===== src/logic/mem_defs.svh =====
`default_nettype none

`ifndef MEM_DEFS_SVH
`define MEM_DEFS_SVH

// word width in bits
`define MEM_WIDTH 32

// the low address bits pick the bank
`define MEM_NUMVBNK 8
`define MEM_BITVBNK 3

// the upper address bits pick the row inside a bank
`define MEM_NUMVROW 64
`define MEM_BITVROW 6

// cycles from a bank read strobe to its data
`define MEM_SRAM_DELAY 2

`endif

`default_nettype wire


===== src/logic/mem_geom_pkg.sv =====
`include "mem_defs.svh"
`default_nettype none

package mem_geom_pkg;

  // a word address is the bank index below the row
  localparam int ADDR_W = `MEM_BITVBNK + `MEM_BITVROW;

  typedef logic [`MEM_WIDTH-1:0]   data_t;
  typedef logic [`MEM_BITVBNK-1:0] bank_t;
  typedef logic [`MEM_BITVROW-1:0] row_t;
  typedef logic [ADDR_W-1:0]       addr_t;

  // consecutive words land in consecutive banks
  function automatic bank_t addr_bank(addr_t adr);
    return adr[`MEM_BITVBNK-1:0];
  endfunction

  function automatic row_t addr_row(addr_t adr);
    return adr[`MEM_BITVBNK +: `MEM_BITVROW];
  endfunction

endpackage

`default_nettype wire


===== src/logic/mem_cmd_pkg.sv =====
`default_nettype none

package mem_cmd_pkg;
  import mem_geom_pkg::*;

  // the single write waiting for its bank to go idle
  typedef struct packed {
    logic  valid;
    bank_t bank;
    row_t  row;
    data_t data;
  } wr_entry_t;

  // rides beside a read until its bank data comes back
  // fdata is only meaningful while fwrd is set
  typedef struct packed {
    logic  valid;
    bank_t bank;
    logic  fwrd;
    data_t fdata;
  } rd_tag_t;

endpackage

`default_nettype wire


===== src/logic/read_return.sv =====
`timescale 1ns/1ps
`include "mem_defs.svh"
`default_nettype none

module read_return import mem_geom_pkg::*, mem_cmd_pkg::*; (
  input  logic    clk,
  input  logic    rst,
  input  rd_tag_t rd_tag,
  input  data_t   bank_dout [`MEM_NUMVBNK],
  output logic    rd_vld,
  output logic    rd_fwrd,
  output data_t   rd_dout
);

  // one tag stage per bank pipeline stage so both arrive together
  rd_tag_t tag_pipe [`MEM_SRAM_DELAY];
  rd_tag_t tag_out;
  data_t   bank_word;

  always_ff @(posedge clk) begin
    if (rst) begin
      for (int i = 0; i < `MEM_SRAM_DELAY; i++) begin
        tag_pipe[i].valid <= 1'b0;
      end
    end else begin
      tag_pipe[0] <= rd_tag;
      for (int i = 1; i < `MEM_SRAM_DELAY; i++) begin
        tag_pipe[i] <= tag_pipe[i-1];
      end
    end
  end

  assign tag_out = tag_pipe[`MEM_SRAM_DELAY-1];

  // only the tagged bank was read two cycles ago
  assign bank_word = bank_dout[tag_out.bank];

  // Forwarded data is newer than anything the bank could return
  assign rd_dout = tag_out.fwrd ? tag_out.fdata : bank_word;

  assign rd_vld = tag_out.valid;

  // a forward flag only counts beside a valid tag
  assign rd_fwrd = tag_out.valid && tag_out.fwrd;

endmodule

`default_nettype wire


===== config.mk =====
export PLATFORM = sky130hd
export DESIGN_NAME = read_return
export DESIGN_NICKNAME = d
export VERILOG_FILES = /design/src/logic/mem_geom_pkg.sv /design/src/logic/mem_cmd_pkg.sv /design/src/logic/read_return.sv
export VERILOG_INCLUDE_DIRS = /design/src /design/src/logic
export SDC_FILE = /design/constraint.sdc
export NUM_CORES = 1
export LEC_CHECK = 0
export ABC_CLOCK_PERIOD_IN_PS = 5100
export BUFFER_PORTS_ARGS = -buffer_cell sky130_fd_sc_hd__buf_2
export CORE_AREA = 2 2 126 128
export DETAILED_ROUTE_END_ITERATION = 8
export DIE_AREA = 0 0 128 130
export PLACE_DENSITY = 0.79
export SETUP_SLACK_MARGIN = 0.02
export SLEW_MARGIN = 20
export SYNTH_ARGS = -nofsm -noshare
export SYNTH_HDL_FRONTEND = slang
export SYNTH_SLANG_ARGS = --single-unit

===== constraint.sdc =====
create_clock -name clk -period 5.1 [get_ports clk]
set_input_delay 1.275 -clock clk [delete_from_list [all_inputs] [get_ports clk]]
set_output_delay 1.275 -clock clk [all_outputs]
set_load 0.01 [all_outputs]

==> metrics.log, run 1 <==
INFO  metric finalClockSkew = about 0.0070 ns
INFO  metric p_leak = ~3.3 nW
INFO  metric via_per_inst = 4.92
INFO  metric grtUsageMet1 = 25.7%
INFO  metric placed_cells = approximately 950
INFO  metric critical_path.startpoint = tag_pipe[0][70]
INFO  metric rsz0062_at_grt = no
INFO  metric critical_path.max_fanout = 17
INFO  metric worst_margin_pin_slew = roughly 0.9 ns
INFO  metric run_status = completed
INFO  metric top_regs = tag_pipe (74)
INFO  metric pwr_density_cell = ~240 mW/mm²
INFO  metric post_cts_setup_buffer_count = 0
INFO  metric finalSetupViolations = 0
INFO  metric die-area = roughly 0.017 mm²
INFO  metric syn_inst = around 450
INFO  metric finalNetCount = 1060
INFO  metric synth_area_per_cell = about 12 µm²
INFO  metric largest_family_of_logic_cells_by_synthesized_area = multiplexers
INFO  metric yosysWarningCount = 0
INFO  metric grt_start_max_net_pins = 75
INFO  metric grt_most_used_layer = met2
INFO  metric area_growth_syn_to_layout = 39.9%
INFO  metric clkLatencyLatePin = 0.32 ns
INFO  metric die_y = 130 µm
INFO  metric grt_pass1_wl = 23200 µm
INFO  metric tritoncts = built
INFO  metric max_freq = 260 MHz
INFO  metric yosys_register_bits = 74
INFO  metric post_detailed_placement_half_perimeter_wirelength = 13100 µm
INFO  metric hold_class = reg2reg
INFO  metric drcViolationCount = 0
INFO  metric routabilityCongestion = 0.894
INFO  metric insertedDiodeCount = 0
INFO  metric synth.most_common_cell = nor2b_1
INFO  metric ctsHtreeMaxLevel = 3
INFO  metric max_cap_viol_count = 0
INFO  metric timing.critical_path.required = 3.83 ns
INFO  metric timing.rr.start = tag_pipe[0][11]
INFO  metric buffer_depth_of_the_longest_clock_path = 2
INFO  metric yosys.area_share.simple = roughly 12%
INFO  metric setup-tns-final = 0 ns
INFO  metric synth_top_cell_by_area = edfxtp_1
INFO  metric number_of_flip_flops_under_the_largest_register_name = between 70 and 80
INFO  metric registers.top_by_ff_count = tag_pipe
INFO  metric post_cts_hold_buffer_count = 0
INFO  metric synth-adder-area-share = 0%
INFO  metric crit_end = rd_dout[7]
INFO  metric number_of_enable_flip_flop_cells_after_synthesis = 72
INFO  metric track_usage = between 10% and 20%
INFO  metric yosys.cell_types.count = 19
INFO  metric seq_area_frac_synth = around two fifths
INFO  metric synth_top_cells_by_area = edfxtp_1, mux2_2, mux2i_1
INFO  metric globalRouteOverflowTotal = 0
INFO  metric period_needed = between 3 and 4 ns
INFO  metric ctsResizeCount = 0
INFO  metric cts_root_buf = clkbuf_16
INFO  metric antenna_left = 0
INFO  metric relative_slew_slack = slightly above 40%
INFO  metric rr_endpoint = tag_pipe[0][48]
INFO  metric synth_xor_xnor_area_share = 0%
INFO  metric io_buffers = 328
INFO  metric synth_top_flop_cell = edfxtp_1
INFO  metric worst_ir_drop_vdd = 218 µV
INFO  metric nFillCells = about 1400
INFO  metric number_of_antenna_violations_at_the_first_check_in_global_routing = 0
INFO  metric layout_worst_path_cycle_share = between 70% and 80%
INFO  metric fp-row-count = 46
INFO  metric final-max-slew-violation-count = 0
INFO  metric post_synth_mux_area_share = between 20% and 30%
INFO  metric routed_wire_length_per_instance = 17.2 µm
INFO  metric path_class = reg2out
INFO  metric start_util = around 34%
INFO  metric postSynth.asyncResetShare = 0%
INFO  metric routed-via-count = 4730
INFO  metric synth_top_cells_by_count = nor2b_1, edfxtp_1, mux2_2, mux2i_1, nand2_1
INFO  metric syn-num-nets = 747
INFO  metric hold_viol = 0
INFO  metric timing.critical_path.to_type = output port
INFO  metric clk_pin_slew = around 0.06 ns
INFO  metric drtPass1Iterations = 5
INFO  metric timing.reg2reg.worst_path_depth = 1
INFO  metric worstPathArrival = 2.58 ns
INFO  metric vias_in_the_first_global_route = 4290
INFO  metric r2r_setup_slack = roughly 4.3 ns
INFO  metric totalWireLength = between 15000 and 20000 µm
INFO  metric detail_route.iter0.violations = a little over 300
INFO  metric worst_setup_path_start_kind = flip-flop
INFO  metric holdWs = 0.440 ns
INFO  metric design.core.area = 0.0154 mm²
INFO  metric groute.layer.met3.usage = 4.80%
INFO  metric layout.cells.non_filler = 962
INFO  metric floorplan.die.width = around 130 µm
INFO  metric io_pins = between 300 and 400
INFO  metric cts_made_buffers = 9
INFO  metric synth-compound-area-share = about 16%
INFO  metric drive_gt1_share = 58.2%
INFO  metric netlist_area = approximately 0.0052 mm²
INFO  metric groute.layer.met2.usage = approximately 29%
INFO  metric synth_top_cell_area_share = between 40% and 50%
INFO  metric sink_count_of_the_clock_tree = 74
worst max-delay path: stages, from the launching register on:
cell and delay, ns:
edfxtp_1 0.92, buf_4 0.33, mux2_2 0.36, o22ai_1 0.34, o31ai_2 0.12, buf_2 0.16
metrics by stage:
| stage | util, % | instance area [µm²] | power [mW] | worst slack [ns] |
|---|---|---|---|---|
| finish | 47.6 | 7340 | 1.78 | 1.25 |
| global route | 47.6 | 7340 | 1.86 | 1.12 |
| CTS | 47.6 | 7340 | 1.79 | 1.26 |
| detailed placement | 45.7 | 7050 | 1.20 | 1.46 |
| global placement | 45.7 | 7050 | 1.20 | 1.44 |
| floorplan | - | 5240 | 1.00 | 1.79 |
routing by layer:
layer | up-vias | routed length, µm
li1 | 2350 | -
met1 | 2153 | 7440
met2 | 204 | 7600
met3 | 23 | 1230
met4 | 0 | 274
met5 | - | 0
cell families (layout without fill, tap and decap cells):
| logic type | after synthesis | in the layout |
|---|---|---|
| AO/OA/AOI/OAI | 96 | 96 |
| buffers and inverters | 43 | 361 |
| flip-flops | 74 | 74 |
| multiplexers | 128 | 128 |
| AND/OR/NAND/NOR | 111 | 111 |
power by group:
group / leakage (nW) / internal (mW) / switching, mW / total [mW]
registers: 0.735 / 0.716 / 0.0163 / 0.733
clock network: 0.136 / 0.369 / 0.218 / 0.588
logic: 2.44 / 0.242 / 0.215 / 0.456
total: 3.31 / 1.33 / 0.449 / 1.78
layout by cell type, fill, tap and decap left out, types with 2 or more instances in the layout:
cell type / instances
buf_4: 14
clkbuf_1: 3
mux2i_1: 64
nor2b_1: 74
o31ai_1: 8
mux2_2: 64
a22o_1: 32
o31ai_2: 24
edfxtp_1: 72
buf_12: 2
o22ai_1: 32
clkbuf_16: 9
clkbuf_8: 3
nand2_1: 33
dfxtp_1: 2
buf_2: 328
layout make-up:
class / instances / area, µm² / area share [%]
multi-input combinational: 335 / 2820 / 38.4
sequential: 74 / 2200 / 30.0
timing repair buffer: 344 / 1790 / 24.4
clock buffer: 15 / 278 / 3.79
tap: 192 / 240 / 3.27
clock inverter: 1 / 7.51 / 0.102
inverter: 1 / 5.00 / 0.0682
worst min-delay path by stage:
stage,end,cells past startpoint,start
2_1_floorplan,tag_pipe[0][73],1,tag_pipe[0][36]
3_3_place_gp,tag_pipe[0][73],1,tag_pipe[0][36]
3_5_place_dp,tag_pipe[0][73],1,tag_pipe[0][36]
4_1_cts,tag_pipe[0][73],1,tag_pipe[0][36]
5_1_grt,tag_pipe[0][73],1,tag_pipe[0][36]
6_report,tag_pipe[0][73],1,tag_pipe[0][36]
Note: power is estimated with default switching activity, not from simulation.
==> run 2: changes to the inputs <==
- ABC_AREA: default -> 1
- ABC_CLOCK_PERIOD_IN_PS: 5100 -> 3800
- CORE_AREA: 2 2 126 128 -> 2 2 129 131
- DIE_AREA: 0 0 128 130 -> 0 0 131 133
- PLACE_DENSITY: 0.79 -> 0.83
- clock period: 5.1 -> 3.8 ns (I/O delays scaled with it)
==> run 2 against run 1 <==
Against the previous run:
- clock skew down 0.0027 ns
- routed wire length is 27% higher
- via count is 49% higher
- non-clock buffer count shrank 3
- cell count up 64%
- cell area rose by 13%
- die area increased by 4.7%
- count of clock-buffer cells in the layout is 4 lower
==> metrics.log, run 2 <==
INFO  metric run_status = completed
INFO  metric io_pins = 329 (unchanged)
INFO  metric design.core.area = 0.0162 mm² (+4.8%)
INFO  metric registers.top_by_ff_count = tag_pipe
INFO  metric setup-tns-final = 0 ns (unchanged)
INFO  metric period_needed = around 3.2 ns
INFO  metric drtPass1Iterations = 5 (unchanged)
INFO  metric worst_margin_pin_slew = 0.772 ns (-0.109 ns)
INFO  metric timing.critical_path.to_type = output port
INFO  metric synth_top_cells_by_area = edfxtp_1, nand2_1, inv_1
INFO  metric nFillCells = 1664 (+18%)
INFO  metric r2r_setup_slack = 3.05 ns (-1.23 ns)
INFO  metric syn-num-nets = 1355 (+81%)
INFO  metric ctsResizeCount = 0 (unchanged)
INFO  metric synth_top_cells_by_count = nand2_1, inv_1, nand3_1
INFO  metric relative_slew_slack = 48.5% (+7.2 points)
INFO  metric finalClockSkew = 0.00427 ns (-0.00274 ns)
INFO  metric post_synth_mux_area_share = 0% (-26 points)
INFO  metric max_freq = slightly above 300 MHz
INFO  metric hold_sp = tag_pipe[0][36]
INFO  metric post_detailed_placement_half_perimeter_wirelength = 15900 µm (+21%)
INFO  metric finalNetCount = 1644 (+55%)
INFO  metric number_of_cells_traversed_by_the_worst_hold_path = 2 (+1)
INFO  metric vias_in_the_first_global_route = 6363 (+48%)
INFO  metric final-max-slew-violation-count = 0 (unchanged)
INFO  metric seq_area_frac_synth = 35.3% (-6.7 points)
INFO  metric post_cts_setup_buffer_count = 0 (unchanged)
INFO  metric number_of_antenna_violations_at_the_first_check_in_global_routing = 2 (+2)
INFO  metric postSynth.asyncResetShare = 0% (unchanged)
INFO  metric yosys.cell_types.count = 11 (-8)
INFO  metric number_of_flip_flops_under_the_largest_register_name = 74 (unchanged)
INFO  metric grtUsageMet1 = 30.6% (+4.9 points)
INFO  metric max_cap_viol_count = 0 (unchanged)
INFO  metric cts_root_buf = clkbuf_16
INFO  metric netlist_area = 0.00623 mm² (+19%)
INFO  metric track_usage = 23.1% (+4.6 points)
INFO  metric synth_top_cell_by_area = edfxtp_1
INFO  metric p_leak = 5.20 nW (+57%)
INFO  metric rr_endpoint = tag_pipe[0][57]
INFO  metric worst_setup_path_start_kind = flip-flop
INFO  metric worst_ir_drop_vdd = 471 µV (+120%)
INFO  metric largest_family_of_logic_cells_by_synthesized_area = simple AND/OR/NAND/NOR gates
INFO  metric timing.rr.start = tag_pipe[0][20]
INFO  metric yosys.area_share.simple = 43.1% (+31 points)
INFO  metric area_growth_syn_to_layout = 32.7%
INFO  metric via_per_inst = 4.48 (-8.8%)
INFO  metric synth.most_common_cell = nand2_1
INFO  metric detail_route.iter0.violations = 499 (+63%)
INFO  metric io_buffers = 328 (unchanged)
INFO  metric routabilityCongestion = 0.904 (+1.1%)
INFO  metric path_class = reg2out
INFO  metric clkLatencyLatePin = 0.33 ns (about the same)
INFO  metric top_regs = tag_pipe (74)
INFO  metric globalRouteOverflowTotal = 0 (unchanged)
INFO  metric syn_inst = 1060 (+130%)
INFO  metric yosysWarningCount = 0 (unchanged)
INFO  metric fp-row-count = 47 (+2.2%)
INFO  metric grt_pass1_wl = 31200 µm (+34%)
INFO  metric final_util = 51.1% (+3.6 points)
INFO  metric layout_worst_path_cycle_share = a little over four fifths
INFO  metric yosys_register_bits = 74 (unchanged)
INFO  metric grt_start_max_net_pins = 129 (+72%)
INFO  metric synth_top_cell_area_share = 34.7% (-6.5 points)
INFO  metric layout.cells.non_filler = 1576 (+64%)
INFO  metric worstHoldEndpoint = tag_pipe[0][73]
INFO  metric sink_count_of_the_clock_tree = 74 (unchanged)
INFO  metric placed_cells = 1558 (+65%)
INFO  metric p_total = 2.46 mW (+39%)
INFO  metric routed_wire_length_per_instance = 13.3 µm (-23%)
INFO  metric critical_path.max_fanout = 51 (+34)
INFO  metric cts_made_buffers = 9 (unchanged)
INFO  metric hold_viol = 0 (unchanged)
INFO  metric drcViolationCount = 0 (unchanged)
INFO  metric start_util = 38.5% (+4.5 points)
INFO  metric groute.layer.met2.usage = 37.6% (+9.1 points)
INFO  metric buffer_depth_of_the_longest_clock_path = 2 (unchanged)
INFO  metric synth_top_flop_cell = edfxtp_1
INFO  metric routed-via-count = 7067 (+49%)
INFO  metric most_common_cell_after_layout_fill_and_taps_aside = nand2_1
INFO  metric hold_class = reg2reg
INFO  metric synth-adder-area-share = 0% (unchanged)
INFO  metric tritoncts = built
INFO  metric worstPathArrival = 2.26 ns (-0.32 ns)
INFO  metric post_cts_hold_buffer_count = 0 (unchanged)
INFO  metric synth_area_per_cell = 5.88 µm² (-49%)
INFO  metric totalWireLength = 21000 µm (+27%)
INFO  metric grt_most_used_layer = met2
INFO  metric floorplan.die.width = 131 µm (+2.3%)
INFO  metric synth-compound-area-share = 0% (-16 points)
INFO  metric drive_gt1_share = 26.4% (-32 points)
INFO  metric ctsHtreeMaxLevel = 3 (unchanged)
INFO  metric highest_count_cells_in_the_layout_ignoring_fill_and_taps = nand2_1, buf_2, inv_1, nand3_1, nor2_1
INFO  metric pwr_density_cell = 298 mW/mm² (+23%)
INFO  metric number_of_enable_flip_flop_cells_after_synthesis = 72 (unchanged)
INFO  metric finalSetupViolations = 0 (unchanged)
INFO  metric clk_pin_slew = 0.05 ns (about the same)
INFO  metric rsz0062_at_grt = no
INFO  metric timing.reg2reg.worst_path_depth = 2 (+1)
INFO  metric synth_xor_xnor_area_share = 0% (unchanged)
INFO  metric die-area = 0.0174 mm² (+4.7%)
INFO  metric timing.critical_path.required = 2.85 ns (-0.98 ns)
INFO  metric groute.layer.met3.usage = 4.73% (-0.066 points)
INFO  metric antenna_left = 0 (unchanged)
INFO  metric die_y = 133 µm (+2.3%)
run 2: cell count changes after synthesis, sizes merged, moves of 30 or more:
cell   before  now
nand2      33  385
inv         1  272
nand3       0  192
nor2b      75    0
nor2        1   74
mux2       64    0
mux2i      64    0
a22o       32    0
o22ai      32    0
o31ai      32    0
buf        16   46
run 2: per-stage QoR:
step	setup WS [ns]	hold WS (ns)	cell area, µm²
3_3_place_gp	0.960	0.392	7970
5_1_grt	0.466	0.430	8260
3_5_place_dp	0.957	0.400	7970
2_1_floorplan	0.661	0.388	6230
4_1_cts	0.606	0.409	8260
6_report	0.587	0.404	8270
run 2: cells by family after synthesis:
group,count (synthesis)
DFF,74
buffers and inverters,335
and+or+nand+nor,651
run 2: final cells by class:
cell class,count,area [µm²],area share [%]
clock inverters,5,55.1,0.666
flip-flops and latches,74,2200,26.6
multi-input cells,651,2680,32.5
inverters,272,1020,12.4
diodes,2,5.00,0.0605
repair buffers,341,1790,21.6
clock buffers,11,233,2.82
well taps,220,275,3.33
run 2: worst max path at each step:
stage,from,end,slack [ns],cells after the start
3_3_place_gp,tag_pipe[0][70],rd_dout[8],0.96,9
6_report,tag_pipe[0][70],rd_dout[8],0.59,9
5_1_grt,tag_pipe[0][70],rd_dout[9],0.47,9
4_1_cts,tag_pipe[0][70],rd_dout[8],0.61,9
3_5_place_dp,tag_pipe[0][70],rd_dout[8],0.96,9
2_1_floorplan,rst,tag_pipe[0][0],0.66,3
run 2: per-layer routing:
metal | routed length (µm) | share of wire (%)
met5 | 16 | 0.076
met4 | 511 | 2.4
met3 | 1750 | 8.3
met2 | 9620 | 46
met1 | 9090 | 43
run 2: power by group:
group          total (mW)  internal, mW  switching (mW)
combinational       0.687         0.282           0.405
sequential          0.976         0.961          0.0152
clock               0.801         0.505           0.296
run 2: critical path: stages, from the launching register on:
cell	delay (ns)
edfxtp_1	0.46
inv_4	0.34
buf_12	0.27
buf_4	0.24
nand2_1	0.08
nand3_1	0.07
nand3_1	0.07
nand3_1	0.13
nand2_1	0.08
buf_2	0.14
==> run 3: changes to the inputs <==
- ABC_CLOCK_PERIOD_IN_PS: 3800 -> 2900
- PLACE_DENSITY: 0.83 -> 0.86
- clock period: 3.8 -> 2.9 ns (I/O delays scaled with it)
==> run 3 against run 2 <==
Against the previous run:
- sequential share of layout area is 0.29 points lower
- routed wire length grew 3.2%
- highest routed layer is now met4
- clock power rose by 57%
- hold slack better by 0.012 ns
==> metrics.log, run 3 (synthesized netlist as in run 2, its figures left out) <==
INFO  metric p_leak = 5.24 nW (+0.86%)
INFO  metric critPathMostFrequentCell = nand2_1
INFO  metric pwr_density_cell = 413 mW/mm² (+38%)
INFO  metric run_status = completed
INFO  metric grt_pass1_wl = 32300 µm (+3.6%)
INFO  metric worst_margin_pin_slew = 0.701 ns (-0.0711 ns)
INFO  metric drcViolationCount = 0 (unchanged)
INFO  metric timing.reg2reg.worst_path_depth = 2 (unchanged)
INFO  metric multi_input_area = 0.00268 mm² (unchanged)
INFO  metric die_y = 133 µm (unchanged)
INFO  metric post_cts_hold_buffer_count = 0 (unchanged)
INFO  metric io_pins = 329 (unchanged)
INFO  metric clk_pin_slew = 0.06 ns (about the same)
INFO  metric routed_wire_length_per_instance = 13.7 µm (+3.1%)
INFO  metric finalSetupViolations = 0 (unchanged)
INFO  metric final_util = 51.7% (+0.56 points)
INFO  metric timing.critical_path.to_type = output port
INFO  metric layout_worst_path_cycle_share = a little over nine tenths
INFO  metric critical_path.startpoint = tag_pipe[0][70]
INFO  metric grt_start_max_net_pins = 129 (unchanged)
INFO  metric number_of_antenna_violations_at_the_first_check_in_global_routing = 1 (-1)
INFO  metric detail_route.iter0.violations = 644 (+29%)
INFO  metric most_common_cell_after_layout_fill_and_taps_aside = nand2_1
INFO  metric crit_slowest_cell = edfxtp_1
INFO  metric worstPathArrival = 1.99 ns (-0.27 ns)
INFO  metric registers.top_by_ff_count = tag_pipe
INFO  metric track_usage = 24.0% (+0.96 points)
INFO  metric worst_ir_drop_vdd = 536 µV (+14%)
INFO  metric finalClockSkew = 0.00365 ns (-0.000619 ns)
INFO  metric io_buffers = 328 (unchanged)
INFO  metric routed-via-count = 7202 (+1.9%)
INFO  metric final-max-slew-violation-count = 0 (unchanged)
INFO  metric globalRouteOverflowTotal = 0 (unchanged)
INFO  metric timing.critical_path.slowest_cell_delay = 0.40 ns (-0.06 ns)
INFO  metric rr_endpoint = tag_pipe[0][53]
INFO  metric floorplan.die.width = 131 µm (unchanged)
INFO  metric worstHoldEndpoint = tag_pipe[0][73]
INFO  metric critical_path_cell_list = clkbuf_16 -> nand2_1 -> nand2_1 -> nand2_1 -> nand3_1 -> nand3_1 -> nand2_1 -> buf_2
INFO  metric via_per_inst = 4.57 (+1.8%)
INFO  metric tritoncts = built
INFO  metric path_class = reg2out
INFO  metric drive_gt1_share = 26.6% (+0.18 points)
INFO  metric critical_path.max_fanout = 128 (+150%)
INFO  metric routabilityCongestion = 0.898 (-0.70%)
INFO  metric hold_sp = tag_pipe[0][36]
INFO  metric drtPass1Iterations = 5 (unchanged)
INFO  metric timing.rr.start = tag_pipe[0][16]
INFO  metric nFillCells = 1650 (-0.84%)
INFO  metric setup-tns-final = 0 ns (unchanged)
INFO  metric fp-row-count = 47 (unchanged)
INFO  metric clkLatencyLatePin = 0.33 ns (about the same)
INFO  metric timing.critical_path.required = 2.17 ns (-0.68 ns)
INFO  metric buffer_depth_of_the_longest_clock_path = 2 (unchanged)
INFO  metric rsz0062_at_grt = no
INFO  metric start_util = 38.5% (unchanged)
INFO  metric seq_area = 0.00220 mm² (unchanged)
INFO  metric period_needed = about 2.7 ns
INFO  metric sink_count_of_the_clock_tree = 74 (unchanged)
INFO  metric antenna_left = 0 (unchanged)
INFO  metric cts_root_buf = clkbuf_16
INFO  metric hold_class = reg2reg
INFO  metric critPathTopFamily = simple AND/OR/NAND/NOR gates
INFO  metric ctsHtreeMaxLevel = 3 (unchanged)
INFO  metric worst_setup_path_start_kind = flip-flop
INFO  metric r2r_setup_slack = 2.13 ns (-0.92 ns)
INFO  metric die-area = 0.0174 mm² (unchanged)
INFO  metric finalNetCount = 1646 (+0.12%)
INFO  metric relative_slew_slack = 53.2% (+4.7 points)
INFO  metric hold_viol = 0 (unchanged)
INFO  metric worstPathBufferInverterCount = 2 (-2)
INFO  metric number_of_flip_flops_under_the_largest_register_name = 74 (unchanged)
INFO  metric max_freq = ~370 MHz
INFO  metric top_regs = tag_pipe (74)
INFO  metric vias_in_the_first_global_route = 6387 (+0.38%)
INFO  metric highest_count_cells_in_the_layout_ignoring_fill_and_taps = nand2_1, buf_2, inv_1, nand3_1, nor2_1
INFO  metric totalWireLength = 21600 µm (+3.2%)
INFO  metric post_detailed_placement_half_perimeter_wirelength = 15900 µm (+0.11%)
INFO  metric cts_made_buffers = 9 (unchanged)
INFO  metric area_growth_syn_to_layout = 34.1%
INFO  metric design.core.area = 0.0162 mm² (unchanged)
INFO  metric number_of_cells_traversed_by_the_worst_hold_path = 2 (unchanged)
INFO  metric max_cap_viol_count = 0 (unchanged)
[run 3: changes by cell type in the layout (fill, tap and decap cells not counted), sizes merged]
cell / change
clkbuf: -1
diode: -1
clkinvlp: -1
clkinv: +2
bufinv: +2
inv: -1
buf: +1
[run 3: area by class of cell]
cell class,instances,area share [%]
inverter,272,12.3
multi-input combinational,651,32.1
antenna,1,0.0299
clock buffer,9,2.70
timing repair buffer,343,21.8
sequential,74,26.4
clock inverter,7,1.39
tap,220,3.29
[run 3: worst register-to-register path, delay by kind of cell, from the launching register on]
family / cells / cell delay [ns]
flip-flops: 1 / 0.38
buffers and inverters: 1 / 0.06
AND/OR/NAND/NOR: 1 / 0.04
[run 3: power by group]
| group | leakage, nW | internal [mW] | total (mW) | switching [mW] |
|---|---|---|---|---|
| clock | 0.167 | 0.839 | 1.26 | 0.417 |
| combinational | 4.34 | 0.374 | 0.913 | 0.538 |
| sequential | 0.735 | 1.26 | 1.28 | 0.0214 |
[run 3: worst max-delay path by stage]
stage	endpoint	slack, ns	cells past startpoint
6_report	rd_dout[22]	0.18	8
2_1_floorplan	tag_pipe[0][0]	0.25	3
4_1_cts	rd_dout[11]	0.10	9
3_5_place_dp	rd_dout[11]	0.46	9
5_1_grt	rd_dout[9]	0.04	8
3_3_place_gp	rd_dout[11]	0.49	9
[run 3: repair_timing]
item	in CTS	in global routing
resized for setup	0	2
endpoints found under the setup margin	0	3
buffers inserted	0	0
[run 3: metrics by stage]
stage               hold slack, ns  instances  total power, mW  worst slack, ns  area (µm²)
global placement             0.391       1560             2.20            0.486        8000
global route                 0.457       1577             3.62           0.0437        8360
CTS                          0.417       1576             3.46            0.102        8350
floorplan                    0.388       1060             1.80            0.246        6230
detailed placement           0.397       1560             2.21            0.463        8000
finish                       0.415       1577             3.45            0.183        8360
[run 3: per-layer routing]
layer | vias to the layer above | track usage (%) | routed length, µm
met2 | 314 | 39.0 | 9940
met1 | 3143 | 33.0 | 9420
met5 | - | 0 | 0
met3 | 43 | 3.80 | 1760
met4 | 0 | 7.03 | 523
li1 | 3702 | - | -
